`config.mk`:
```
export PLATFORM = sky130hd
export DESIGN_NAME = miniCpu
export DESIGN_NICKNAME = d
export VERILOG_FILES = /design/src/rtl/miniCpuPkg.sv /design/src/rtl/regFile.sv /design/src/rtl/alu.sv /design/src/rtl/dataMemory.sv /design/src/rtl/cpuControl.sv /design/src/rtl/miniCpu.sv
export VERILOG_INCLUDE_DIRS = /design/src /design/src/rtl
export SDC_FILE = /design/constraint.sdc
export NUM_CORES = 2
export LEC_CHECK = 0
export BUFFER_PORTS_ARGS = -buffer_cell sky130_fd_sc_hd__buf_2
export CAP_MARGIN = 20
export CORE_UTILIZATION = 50
export CTS_CLUSTER_DIAMETER = 100
export DETAILED_ROUTE_END_ITERATION = 8
export HOLD_SLACK_MARGIN = 0.06
export PLACE_DENSITY = 0.68
export SLEW_MARGIN = 0
export SYNTH_ARGS = -nofsm -noshare
export SYNTH_HDL_FRONTEND = slang
export SYNTH_HIERARCHICAL = 1
export SYNTH_SLANG_ARGS = --single-unit
```
`constraint.sdc`:
```
create_clock -name clk -period 3.9 [get_ports clk]
set_input_delay 0.78 -clock clk [delete_from_list [all_inputs] [get_ports clk]]
set_output_delay 0.78 -clock clk [all_outputs]
set_load 0.02 [all_outputs]
```
`src/rtl/miniCpu_defines.svh`:
```
`ifndef MINICPU_DEFINES_SVH
`define MINICPU_DEFINES_SVH

// Width of every datapath word
`define CPU_DATA_W 32

// Data memory size in words
`define CPU_MEM_DEPTH 32

// Word address width, log2 of the memory depth
`define CPU_MEM_ADDR_W 5

// Register file size
`define CPU_REG_COUNT 8

// Register index width, log2 of the register count
`define CPU_REG_ADDR_W 3

`endif

```
`src/rtl/miniCpuPkg.sv`:
```
package miniCpuPkg;

    // Instruction word layout
    //   opcode  bits 31 to 28
    //   rd      bits 27 to 25
    //   rs      bits 24 to 22
    //   rt      bits 21 to 19
    //   imm     bits 15 to 0, sign-extended
    // Codes 8 to 15 decode as no-operation
    typedef enum logic [3:0] {
        opAdd  = 4'd0,
        opSub  = 4'd1,
        opAnd  = 4'd2,
        opOr   = 4'd3,
        opSlt  = 4'd4,
        opAddi = 4'd5,
        opLw   = 4'd6,
        opSw   = 4'd7
    } opcode_t;

    // ALU function select
    typedef enum logic [2:0] {
        aluAdd = 3'd0,
        aluSub = 3'd1,
        aluAnd = 3'd2,
        aluOr  = 3'd3,
        aluSlt = 3'd4
    } aluOp_t;

    // Memory command, same two-bit code as the original data memory
    typedef enum logic [1:0] {
        memIdle  = 2'b00,
        memWrite = 2'b01,
        memRead  = 2'b10
    } memCmd_t;

    // Control sequencer states
    typedef enum logic [2:0] {
        sIdle = 3'd0,
        sExec = 3'd1,
        sMem  = 3'd2,
        sWb   = 3'd3
    } ctrlState_t;

endpackage

```
`src/rtl/regFile.sv`:
```
`timescale 1ns/1ps
`include "miniCpu_defines.svh"

module regFile
(
    input  logic                       clk,
    input  logic                       rst,
    input  logic [`CPU_REG_ADDR_W-1:0] rsAddr,
    input  logic [`CPU_REG_ADDR_W-1:0] rtAddr,
    input  logic                       wrEn,
    input  logic [`CPU_REG_ADDR_W-1:0] wrAddr,
    input  logic [`CPU_DATA_W-1:0]     wrData,
    output logic [`CPU_DATA_W-1:0]     rsData,
    output logic [`CPU_DATA_W-1:0]     rtData
);

    // Register storage
    logic [`CPU_DATA_W-1:0] regs [`CPU_REG_COUNT];

    ////////////////////////////////////////////////////////////
    // Write port
    ////////////////////////////////////////////////////////////

    // Register 0 never takes a write
    always_ff @(posedge clk)
    begin
        if (rst)
        begin
            for (int i = 0; i < `CPU_REG_COUNT; i++)
            begin
                regs[i] <= '0;
            end
        end
        else if (wrEn && (wrAddr != '0))
        begin
            regs[wrAddr] <= wrData;
        end
    end

    ////////////////////////////////////////////////////////////
    // Read ports
    ////////////////////////////////////////////////////////////

    // Combinational reads, r0 forced to zero
    always_comb
    begin
        rsData = (rsAddr == '0) ? '0 : regs[rsAddr];
        rtData = (rtAddr == '0) ? '0 : regs[rtAddr];
    end

endmodule

```
`src/rtl/alu.sv`:
```
`timescale 1ns/1ps
`include "miniCpu_defines.svh"

module alu
(
    input  miniCpuPkg::aluOp_t     op,
    input  logic [`CPU_DATA_W-1:0] a,
    input  logic [`CPU_DATA_W-1:0] b,
    output logic [`CPU_DATA_W-1:0] y
);

    // Signed compare for set-less-than
    logic lessThan;

    assign lessThan = $signed(a) < $signed(b);

    // Function select
    // Also used for effective address on addi, lw and sw
    always_comb
    begin
        case (op)
            miniCpuPkg::aluAdd:
            begin
                y = a + b;
            end
            miniCpuPkg::aluSub:
            begin
                y = a - b;
            end
            miniCpuPkg::aluAnd:
            begin
                y = a & b;
            end
            miniCpuPkg::aluOr:
            begin
                y = a | b;
            end
            miniCpuPkg::aluSlt:
            begin
                // 1 or 0, zero extended
                y = {{(`CPU_DATA_W-1){1'b0}}, lessThan};
            end
            default:
            begin
                y = '0;
            end
        endcase
    end

endmodule

```
`src/rtl/dataMemory.sv`:
```
`timescale 1ns/1ps
`include "miniCpu_defines.svh"

module dataMemory
(
    input  logic                       clk,
    input  logic                       rst,
    input  miniCpuPkg::memCmd_t        cmd,
    input  logic [`CPU_MEM_ADDR_W-1:0] addr,
    input  logic [`CPU_DATA_W-1:0]     writeData,
    input  logic                       debugOn,
    input  logic [`CPU_MEM_ADDR_W-1:0] debugAddr,
    output logic [`CPU_DATA_W-1:0]     readData,
    output logic [`CPU_DATA_W-1:0]     memDebug
);

    // Word array
    logic [`CPU_DATA_W-1:0] mem [`CPU_MEM_DEPTH];

    ////////////////////////////////////////////////////////////
    // Write side
    ////////////////////////////////////////////////////////////

    // Contents undefined after reset
    always_ff @(posedge clk)
    begin
        if (cmd == miniCpuPkg::memWrite)
        begin
            mem[addr] <= writeData;
        end
    end

    ////////////////////////////////////////////////////////////
    // Read side
    ////////////////////////////////////////////////////////////

    // Command read and debug read are independent
    // Each output holds until its next read
    always_ff @(posedge clk)
    begin
        if (rst)
        begin
            readData <= '0;
            memDebug <= '0;
        end
        else
        begin
            if (cmd == miniCpuPkg::memRead)
            begin
                readData <= mem[addr];
            end
            // Debug sample, old data if written same edge
            if (debugOn)
            begin
                memDebug <= mem[debugAddr];
            end
        end
    end

endmodule

```
`src/rtl/cpuControl.sv`:
```
`timescale 1ns/1ps
`include "miniCpu_defines.svh"

module cpuControl
(
    input  logic                       clk,
    input  logic                       rst,
    input  logic [`CPU_DATA_W-1:0]     instr,
    input  logic                       instrValid,
    input  logic [`CPU_DATA_W-1:0]     rsData,
    input  logic [`CPU_DATA_W-1:0]     rtData,
    input  logic [`CPU_DATA_W-1:0]     aluY,
    input  logic [`CPU_DATA_W-1:0]     readData,
    output logic [`CPU_REG_ADDR_W-1:0] rsAddr,
    output logic [`CPU_REG_ADDR_W-1:0] rtAddr,
    output logic [`CPU_REG_ADDR_W-1:0] wrAddr,
    output logic                       wrEn,
    output miniCpuPkg::aluOp_t         aluOp,
    output logic [`CPU_DATA_W-1:0]     aluA,
    output logic [`CPU_DATA_W-1:0]     aluB,
    output miniCpuPkg::memCmd_t        memCmd,
    output logic [`CPU_MEM_ADDR_W-1:0] memAddr,
    output logic [`CPU_DATA_W-1:0]     memWriteData,
    output logic                       busy,
    output logic                       done,
    output logic [`CPU_DATA_W-1:0]     result
);

    miniCpuPkg::ctrlState_t state;

    // Latched instruction and stage registers
    logic [`CPU_DATA_W-1:0] instrReg;
    logic [`CPU_DATA_W-1:0] aluRes;
    logic [`CPU_DATA_W-1:0] storeData;

    // Decoded fields
    miniCpuPkg::opcode_t    opcode;
    logic [`CPU_DATA_W-1:0] immExt;

    // Decoded controls
    logic useImm;
    logic writesRd;
    logic isLoad;
    logic isStore;
    logic isNop;
    logic accept;

    ////////////////////////////////////////////////////////////
    // Sequencer
    ////////////////////////////////////////////////////////////

    // Only taken when fully idle, anything else is dropped
    assign accept = instrValid && (state == miniCpuPkg::sIdle) && !busy;

    // busy lags the state by one edge
    // done pulses on the first idle cycle after busy
    always_ff @(posedge clk)
    begin
        if (rst)
        begin
            state <= miniCpuPkg::sIdle;
            busy  <= 1'b0;
            done  <= 1'b0;
        end
        else
        begin
            busy <= (state != miniCpuPkg::sIdle);
            done <= busy && (state == miniCpuPkg::sIdle);
            case (state)
                miniCpuPkg::sIdle:
                begin
                    if (accept)
                    begin
                        state <= miniCpuPkg::sExec;
                    end
                end
                miniCpuPkg::sExec:
                begin
                    state <= miniCpuPkg::sMem;
                end
                miniCpuPkg::sMem:
                begin
                    state <= miniCpuPkg::sWb;
                end
                miniCpuPkg::sWb:
                begin
                    state <= miniCpuPkg::sIdle;
                end
                default:
                begin
                    state <= miniCpuPkg::sIdle;
                end
            endcase
        end
    end

    // Payload registers
    always_ff @(posedge clk)
    begin
        if (accept)
        begin
            instrReg <= instr;
        end
        // ALU output and store data captured at end of execute
        if (state == miniCpuPkg::sExec)
        begin
            aluRes    <= aluY;
            storeData <= rtData;
        end
    end

    ////////////////////////////////////////////////////////////
    // Decode
    ////////////////////////////////////////////////////////////

    // Unused codes fall into the default branch
    assign opcode = miniCpuPkg::opcode_t'(instrReg[31:28]);
    assign immExt = {{(`CPU_DATA_W-16){instrReg[15]}}, instrReg[15:0]};

    always_comb
    begin
        aluOp    = miniCpuPkg::aluAdd;
        useImm   = 1'b0;
        writesRd = 1'b0;
        isLoad   = 1'b0;
        isStore  = 1'b0;
        isNop    = 1'b0;
        case (opcode)
            miniCpuPkg::opAdd:
            begin
                writesRd = 1'b1;
            end
            miniCpuPkg::opSub:
            begin
                aluOp    = miniCpuPkg::aluSub;
                writesRd = 1'b1;
            end
            miniCpuPkg::opAnd:
            begin
                aluOp    = miniCpuPkg::aluAnd;
                writesRd = 1'b1;
            end
            miniCpuPkg::opOr:
            begin
                aluOp    = miniCpuPkg::aluOr;
                writesRd = 1'b1;
            end
            miniCpuPkg::opSlt:
            begin
                aluOp    = miniCpuPkg::aluSlt;
                writesRd = 1'b1;
            end
            miniCpuPkg::opAddi:
            begin
                useImm   = 1'b1;
                writesRd = 1'b1;
            end
            // Address is rs plus imm
            miniCpuPkg::opLw:
            begin
                useImm   = 1'b1;
                writesRd = 1'b1;
                isLoad   = 1'b1;
            end
            miniCpuPkg::opSw:
            begin
                useImm  = 1'b1;
                isStore = 1'b1;
            end
            default:
            begin
                isNop = 1'b1;
            end
        endcase
    end

    ////////////////////////////////////////////////////////////
    // Datapath controls
    ////////////////////////////////////////////////////////////

    assign rsAddr = instrReg[24:22];
    assign rtAddr = instrReg[21:19];
    assign wrAddr = instrReg[27:25];

    // Operand B is rt or the extended immediate
    assign aluA = rsData;
    assign aluB = useImm ? immExt : rtData;

    // Low address bits only, so addresses wrap
    assign memAddr      = aluRes[`CPU_MEM_ADDR_W-1:0];
    assign memWriteData = storeData;

    // Command only in the memory stage
    always_comb
    begin
        memCmd = miniCpuPkg::memIdle;
        if (state == miniCpuPkg::sMem)
        begin
            if (isStore)
            begin
                memCmd = miniCpuPkg::memWrite;
            end
            else if (isLoad)
            begin
                memCmd = miniCpuPkg::memRead;
            end
        end
    end

    // Writeback value, also the visible result
    // Sources stay put from sWb through the done cycle
    assign result = isLoad  ? readData  :
                    isStore ? storeData :
                    isNop   ? '0        : aluRes;

    assign wrEn = (state == miniCpuPkg::sWb) && writesRd;

endmodule

```
`src/rtl/miniCpu.sv`:
```
`timescale 1ns/1ps
`include "miniCpu_defines.svh"

module miniCpu
(
    input  logic                       clk,
    input  logic                       rst,
    input  logic [`CPU_DATA_W-1:0]     instr,
    input  logic                       instrValid,
    input  logic                       debugOn,
    input  logic [`CPU_MEM_ADDR_W-1:0] debugAddr,
    output logic                       busy,
    output logic                       done,
    output logic [`CPU_DATA_W-1:0]     result,
    output logic [`CPU_DATA_W-1:0]     memDebug
);

    // Register file hookup
    logic [`CPU_REG_ADDR_W-1:0] rsAddr;
    logic [`CPU_REG_ADDR_W-1:0] rtAddr;
    logic [`CPU_REG_ADDR_W-1:0] wrAddr;
    logic                       wrEn;
    logic [`CPU_DATA_W-1:0]     rsData;
    logic [`CPU_DATA_W-1:0]     rtData;

    // ALU hookup
    miniCpuPkg::aluOp_t     aluOp;
    logic [`CPU_DATA_W-1:0] aluA;
    logic [`CPU_DATA_W-1:0] aluB;
    logic [`CPU_DATA_W-1:0] aluY;

    // Memory hookup
    miniCpuPkg::memCmd_t        memCmd;
    logic [`CPU_MEM_ADDR_W-1:0] memAddr;
    logic [`CPU_DATA_W-1:0]     memWriteData;
    logic [`CPU_DATA_W-1:0]     readData;

    ////////////////////////////////////////////////////////////
    // Control
    ////////////////////////////////////////////////////////////

    cpuControl cpuControl_i
    (
        .clk          (clk),
        .rst          (rst),
        .instr        (instr),
        .instrValid   (instrValid),
        .rsData       (rsData),
        .rtData       (rtData),
        .aluY         (aluY),
        .readData     (readData),
        .rsAddr       (rsAddr),
        .rtAddr       (rtAddr),
        .wrAddr       (wrAddr),
        .wrEn         (wrEn),
        .aluOp        (aluOp),
        .aluA         (aluA),
        .aluB         (aluB),
        .memCmd       (memCmd),
        .memAddr      (memAddr),
        .memWriteData (memWriteData),
        .busy         (busy),
        .done         (done),
        .result       (result)
    );

    ////////////////////////////////////////////////////////////
    // Datapath
    ////////////////////////////////////////////////////////////

    // Writeback data is the result word
    regFile regFile_i
    (
        .clk    (clk),
        .rst    (rst),
        .rsAddr (rsAddr),
        .rtAddr (rtAddr),
        .wrEn   (wrEn),
        .wrAddr (wrAddr),
        .wrData (result),
        .rsData (rsData),
        .rtData (rtData)
    );

    alu alu_i
    (
        .op (aluOp),
        .a  (aluA),
        .b  (aluB),
        .y  (aluY)
    );

    // Debug port goes straight to the pins
    dataMemory dataMemory_i
    (
        .clk       (clk),
        .rst       (rst),
        .cmd       (memCmd),
        .addr      (memAddr),
        .writeData (memWriteData),
        .debugOn   (debugOn),
        .debugAddr (debugAddr),
        .readData  (readData),
        .memDebug  (memDebug)
    );

endmodule

```
* Word level (Yosys, flattened, before mapping)
Memories as Yosys holds them, arrays and structs flattened. A register that Yosys moved wholly into a read port is not among the register bits.
Cells that the tools add are included.
** Cells by class
- Add/sub/neg operators :: 2
- Magnitude comparators :: 1
- Eq/ne operators :: 17
- Muxes and demuxes :: 29
- Bitwise operators :: 2
- Reductions and logical operators :: 17
** Operators by type and width (number)
- two-way mux 32 bit :: 7
- one-hot mux 32 bit (5 select lines) :: 1
- adder 32 bit :: 1
- bitwise AND 32 bit :: 1
- less-than comparator 32 bit :: 1
- OR 32 bit :: 1
- OR reduction 32 bit :: 1
- subtractor 32 bit :: 1
- equality test 4 x 3 -> 1 bit (second input constant) :: 4
- equality test 3 x 2 -> 1 bit (second input constant) :: 4
- zero test 3 bit :: 4
- two-way mux 1 bit :: 12
- two-way mux 3 bit :: 4
- one-hot mux 3 bit (4 select lines) :: 1
- one-hot mux 3 bit (3 select lines) :: 1
- equality test 4 x 2 -> 1 bit (second input constant) :: 2
- OR reduction 8 bit :: 1
- OR reduction 7 bit :: 1
- equality test 3 x 1 -> 1 bit (second input constant) :: 2
- two-way mux 2 bit :: 3
- nonzero test 3 bit :: 2
- logical AND 1 bit :: 5
- equality test 4 x 1 -> 1 bit (second input constant) :: 1
- zero test 4 bit :: 1
- other kinds (6) :: 6
** Word-level totals
- Bits in registers :: 101
- Memory bits (writable) :: 1280
- Input port bits :: 41
- Output and inout port bits :: 66
- Word-level logic and storage cells :: 76
- Memories :: 2
** Memory list
- dataMemory_i.mem :: words 32, bits a word 32, rd ports 2, clocked after Yosys merged registers in 2, write ports 1, RTL line dataMemory.sv:18 : logic [`CPU_DATA_W-1:0] mem [`CPU_MEM_DEPTH];
- regFile_i.regs :: words 8, bits a word 32, rd ports 2, clocked after Yosys merged registers in 2, write ports 8, RTL line regFile.sv:18 : logic [`CPU_DATA_W-1:0] regs [`CPU_REG_COUNT];

* Depth between registers and ports, before layout
- Depth after elaboration :: 10
- Depth in mapped cells :: 20
- Mapped depth without buffers :: 15

* Modules after synthesis
Netlist, hierarchy kept.
** Modules (own cells, without submodules)
- dataMemory :: times used 1, cells each 3011, area each 49862.8 µm², sequential area each 32030.7 µm²
- regFile :: times used 1, cells each 881, area each 12067.8 µm², sequential area each 6726.5 µm²
- alu :: times used 1, cells each 763, area each 4982.3 µm², sequential area each 0.0 µm²
- cpuControl :: times used 1, cells each 363, area each 4623.2 µm², sequential area each 2872.8 µm²

* Worst setup path before layout
OpenSTA, ideal clock, no wires.
- Path type :: reg2reg
- From :: reg cpuControl_i.instrReg[20]
- To :: reg cpuControl_i.aluRes[16] (data pin)
- Setup time :: 0.167 ns
- Data arrival time :: 3.867 ns
- Data required time :: 3.733 ns
- Path slack :: -0.134 ns
- Cell stages (with the launch flop) :: 19
- Buffers on the path :: 3
- Clock period less this slack :: 4.034 ns
- Cell sequence :: edfxtp_1 -> buf_4 -> buf_2 -> buf_6 -> mux2_2 -> a221oi_1 -> a221oi_1 -> mux2_2 -> ha_1 -> fa_1 -> a21o_1 -> a211oi_1 -> o211ai_1 -> a41o_2 -> a311o_1 -> o21ai_0 -> xnor2_1 -> nor2_1 -> a211oi_1
** On the way
- Cells in the longest elaborated chain, start to end :: 5
- Elaborated cells on any way between the ends :: 8
- Classes of those cells :: add/sub: 2; mux: 3; bitwise: 2; reduce/logical: 1
** RTL lines
- from (decl) :: RTL line cpuControl.sv:32 : logic [`CPU_DATA_W-1:0] instrReg;
- from (signal assigned) :: RTL line cpuControl.sv:102 : instrReg <= instr;
- zero test 3 bit * :: RTL line regFile.sv:48 : rtData = (rtAddr == '0) ? '0 : regs[rtAddr];
- two-way mux 32 bit * :: RTL line regFile.sv:48
- net rtData[0] :: RTL line miniCpu.sv:24 : logic [`CPU_DATA_W-1:0] rtData;
- two-way mux 32 bit * :: RTL line cpuControl.sv:187 : assign aluB = useImm ? immExt : rtData;
- net aluB[0] :: RTL line miniCpu.sv:29 : logic [`CPU_DATA_W-1:0] aluB;
- subtractor 32 bit / adder 32 bit (equally long branches) :: RTL line alu.sv:28, alu.sv:24
- one-hot mux 32 bit (5 select lines) * :: RTL line alu.sv:21 : case (op)
- net aluY[16] :: RTL line miniCpu.sv:30 : logic [`CPU_DATA_W-1:0] aluY;
- to (signal assigned) :: RTL line cpuControl.sv:107 : aluRes <= aluY;
- to (decl) :: RTL line cpuControl.sv:33 : logic [`CPU_DATA_W-1:0] aluRes;
Mark *: on every way through the listed nets, which the timed path passes. The rest lies on a longest branch.
A chain may end at the register's enable or synchronous reset.

* Worst setup path after layout
- From :: reg cpuControl_i.instrReg[20]
- To :: reg cpuControl_i.aluRes[29] (data pin)
Same word-level chain as after synthesis.

==> impl_metrics.json <==
{
  "run_status": "finished with violations",
  "violations": "negative setup slack",
  "path_cells": "buf_12 -> and2b_4 -> buf_12 -> buf_4 -> a221oi_1 -> a221oi_2 -> a21o_1 -> inv_1 -> ha_4 -> inv_2 -> a21oi_1 -> o31ai_2 -> a2111oi_4 -> o41ai_2 -> buf_4 -> a21bo_1 -> a221o_1 -> mux2_1 -> o22ai_1",
  "grt_start_max_net_pins": 84,
  "final_common_cell": "edfxtp_1",
  "synthArstFlopShare_pct": 0,
  "cts_tree": "built",
  "finalSetupViolations": 23,
  "placed_area_um2": 79200,
  "final_cell_mix": "edfxtp_1, mux2i_1, buf_4",
  "cp_max_fo": 14,
  "syn_to_final_growth_pct": 19.1,
  "hold_path_class": "primary input to flip-flop",
  "firstDrtPassIters": 6,
  "min_period_ps": 4400,
  "core_um2": 142000,
  "synth_area_leaders": "edfxtp_1, mux2i_1, mux4_2",
  "detail_route.iter0.violations": 7538,
  "core.rowCount": 138,
  "slew-limit-headroom_pct": 18.7,
  "hpwl_mm": 157,
  "io_pins": 107,
  "yosysWarnings": 6,
  "initial_core_util_pct": 50.5,
  "critPathTopFamily": "compound AO/OA/AOI/OAI gates",
  "cts_inserted_buffers": 152,
  "worst-path-stages": 19,
  "clk_pin_slew_ps": 60,
  "fin_ws_ps": -503,
  "ys_seq_area_share_pct": 58.2,
  "num-fill-cells": 10838,
  "syn_avg_cell_area_um2": 14.3,
  "clk_path_buf_depth": 3,
  "drt-total-wl_mm": 244,
  "timing.fmax_ghz": 0.227,
  "place_congestion": 0.960,
  "yosys_most_used_dff": "edfxtp_1",
  "min_path_cells": 1,
  "rsz0062_at_grt": "true",
  "hp-start": "instr[29]",
  "synth_fp_nets": 5171,
  "vias": 50385,
  "synthCells": 5018,
  "synth_top_cell_by_area": "edfxtp_1",
  "antenna_found_initial": 3,
  "hold_buffers": 0,
  "startpoint_type": "flip-flop",
  "power.leakage_nw": 31.3,
  "max_stage_delay_ps": 450,
  "netlist_area_um2": 71500,
  "power.density_nw_per_um2": 675,
  "clk_latency_ps": 830,
  "viasPerCell": 6.63,
  "port_buffers": 103,
  "clock_skew_ps": 40.3,
  "end_kind": "flip-flop",
  "worst_pin_slew_ps": 1220,
  "crit_start": "cpuControl_i/instrReg[20]",
  "ys_ff_latch": 1409,
  "power_mw": 57.5,
  "cap_viol_max_count": 0,
  "vdd_drop_max_mv": 0.433,
  "final_area_um2": 85200,
  "cp.required_ps": 4550,
  "die_y_um": 380,
  "synth_top_area_share_pct": 56.3,
  "post-route-period-util_pct": 113,
  "track_usage_pct": 33.3,
  "crit_arrival_ps": 5060,
  "grt_pass1_wl_mm": 347,
  "antenna_left": 0,
  "slew_viol_final": 0,
  "cts.sinks": 1409,
  "drive_above_1_share_pct": 29.4,
  "worstSetupPathType": "flip-flop to flip-flop",
  "ys_types": 97,
  "hold_violations": 0,
  "dieArea_um2": 145000,
  "die_w_um": 380,
  "overflow": 0,
  "cp_slowest_cell": "a2111oi_4",
  "post-route-drc-count": 0,
  "synth_edf_count": 1341,
  "r2r_start": "cpuControl_i/instrReg[20]",
  "routedWlPerCell_um": 32.1,
  "grt_pass1_vias": 49370,
  "ff2ff_path_depth": 19,
  "nNetsFinal": 5731,
  "root_buffer": "clkbuf_16",
  "cp_num_buf_inv": 6,
  "htreeDepth": 4
}
## sequential cells by signal (all words and copies together) (netlist names)
signal and cells:
cpuControl_i/state 2, dataMemory_i/mem 1024, regFile_i/regs 224, cpuControl_i/memWriteData 32
dataMemory_i/memDebug 32, cpuControl_i/aluRes 32, cpuControl_i/busy 1, cpuControl_i/done 1
cpuControl_i/instrReg 29, dataMemory_i/readData 32
## per-layer routing
metal	wire length [µm]	up-vias	global-route usage, %
met1	94600	25614	46.3
li1	-	20932	-
met3	27900	631	6.82
met2	109000	3204	50.9
met4	12000	4	14.5
met5	24	-	0
## synth_stat cells (11+ instances only)
| cell | count |
|---|---|
| o211ai_1 | 29 |
| buf_4 | 91 |
| a2111oi_0 | 11 |
| nand2_1 | 134 |
| a21oi_1 | 275 |
| nor3b_1 | 37 |
| or2_2 | 13 |
| inv_1 | 90 |
| o21bai_1 | 18 |
| buf_6 | 54 |
| dfxtp_1 | 68 |
| nor2b_1 | 32 |
| a211oi_1 | 20 |
| buf_2 | 75 |
| nor4_1 | 49 |
| ha_1 | 110 |
| a211oi_2 | 31 |
| mux2_4 | 13 |
| nand2b_1 | 20 |
| nor2_1 | 271 |
| and2_1 | 229 |
| xnor2_1 | 19 |
| or4_1 | 35 |
| mux2_2 | 70 |
| nor3_1 | 42 |
| edfxtp_1 | 1341 |
| mux4_2 | 246 |
| a22oi_1 | 326 |
| mux2i_1 | 670 |
| a21o_1 | 31 |
| buf_1 | 23 |
| nand3_1 | 22 |
| a221oi_1 | 120 |
| clkbuf_1 | 185 |
| o22ai_1 | 17 |
| o21ai_0 | 44 |
## cell families after synthesis
family | Yosys count | share of synthesized area, %
AO/OA/AOI/OAI | 1012 | 10.2
multiplexers | 1000 | 18.5
adder cells (fa/ha/maj) | 112 | 1.98
buffers and inverters | 532 | 4.01
flip-flops | 1409 | 58.2
AND/OR/NAND/NOR | 929 | 6.86
XOR/XNOR | 24 | 0.294
## power breakdown
group	leakage (nW)	total, mW	switching (mW)	internal [mW]
Sequential	12.9	18.7	0.442	18.3
Clock	2.41	14.5	6.18	8.36
Combinational	15.9	24.2	13.9	10.3
## metrics by stage
step / utilization (%) / TNS [ps] / std cells / setup slack (ps) / hold WS, ps
CTS: 60.0 / -3870 / 7588 / -342 / 109
floorplan: - / -65.6 / 5018 / -54.2 / 469
finish: 60.1 / -6200 / 7595 / -503 / 146
global placement: 55.8 / -9290 / 7298 / -642 / 464
global route: 60.1 / -10620 / 7592 / -617 / 131
detailed placement: 55.8 / -10050 / 7300 / -647 / 463
## final cells by class
class                           instances  area, µm²  area share, %
Clock buffer                          196       4070           4.78
Clock inverter                         82        922           1.08
Inverter                               99        374          0.439
Antenna cell                            3       7.51        0.00881
Sequential cell                      1409      41600           48.9
Multi-Input combinational cell       3078      28400           33.4
Timing Repair Buffer                  838       7370           8.66
Tap cell                             1890       2360           2.78
## final timing paths
| kind | endpoint | slack [ps] |
|---|---|---|
| setup / recovery | cpuControl_i/aluRes[29] | -500 |
| hold / removal | cpuControl_i/instrReg[29] | 150 |
| setup reg to reg | cpuControl_i/aluRes[29] | -500 |
| hold reg to reg | cpuControl_i/done | 470 |
## timing repair
action / in CTS / in global routing
buffers inserted: 9 / 3
endpoints found under the setup margin: 56 / 32
pin swaps: 14 / 2
gates cloned: 1 / 0
resized for setup: 141 / 24
Note: power is estimated with default switching activity, not from simulation.
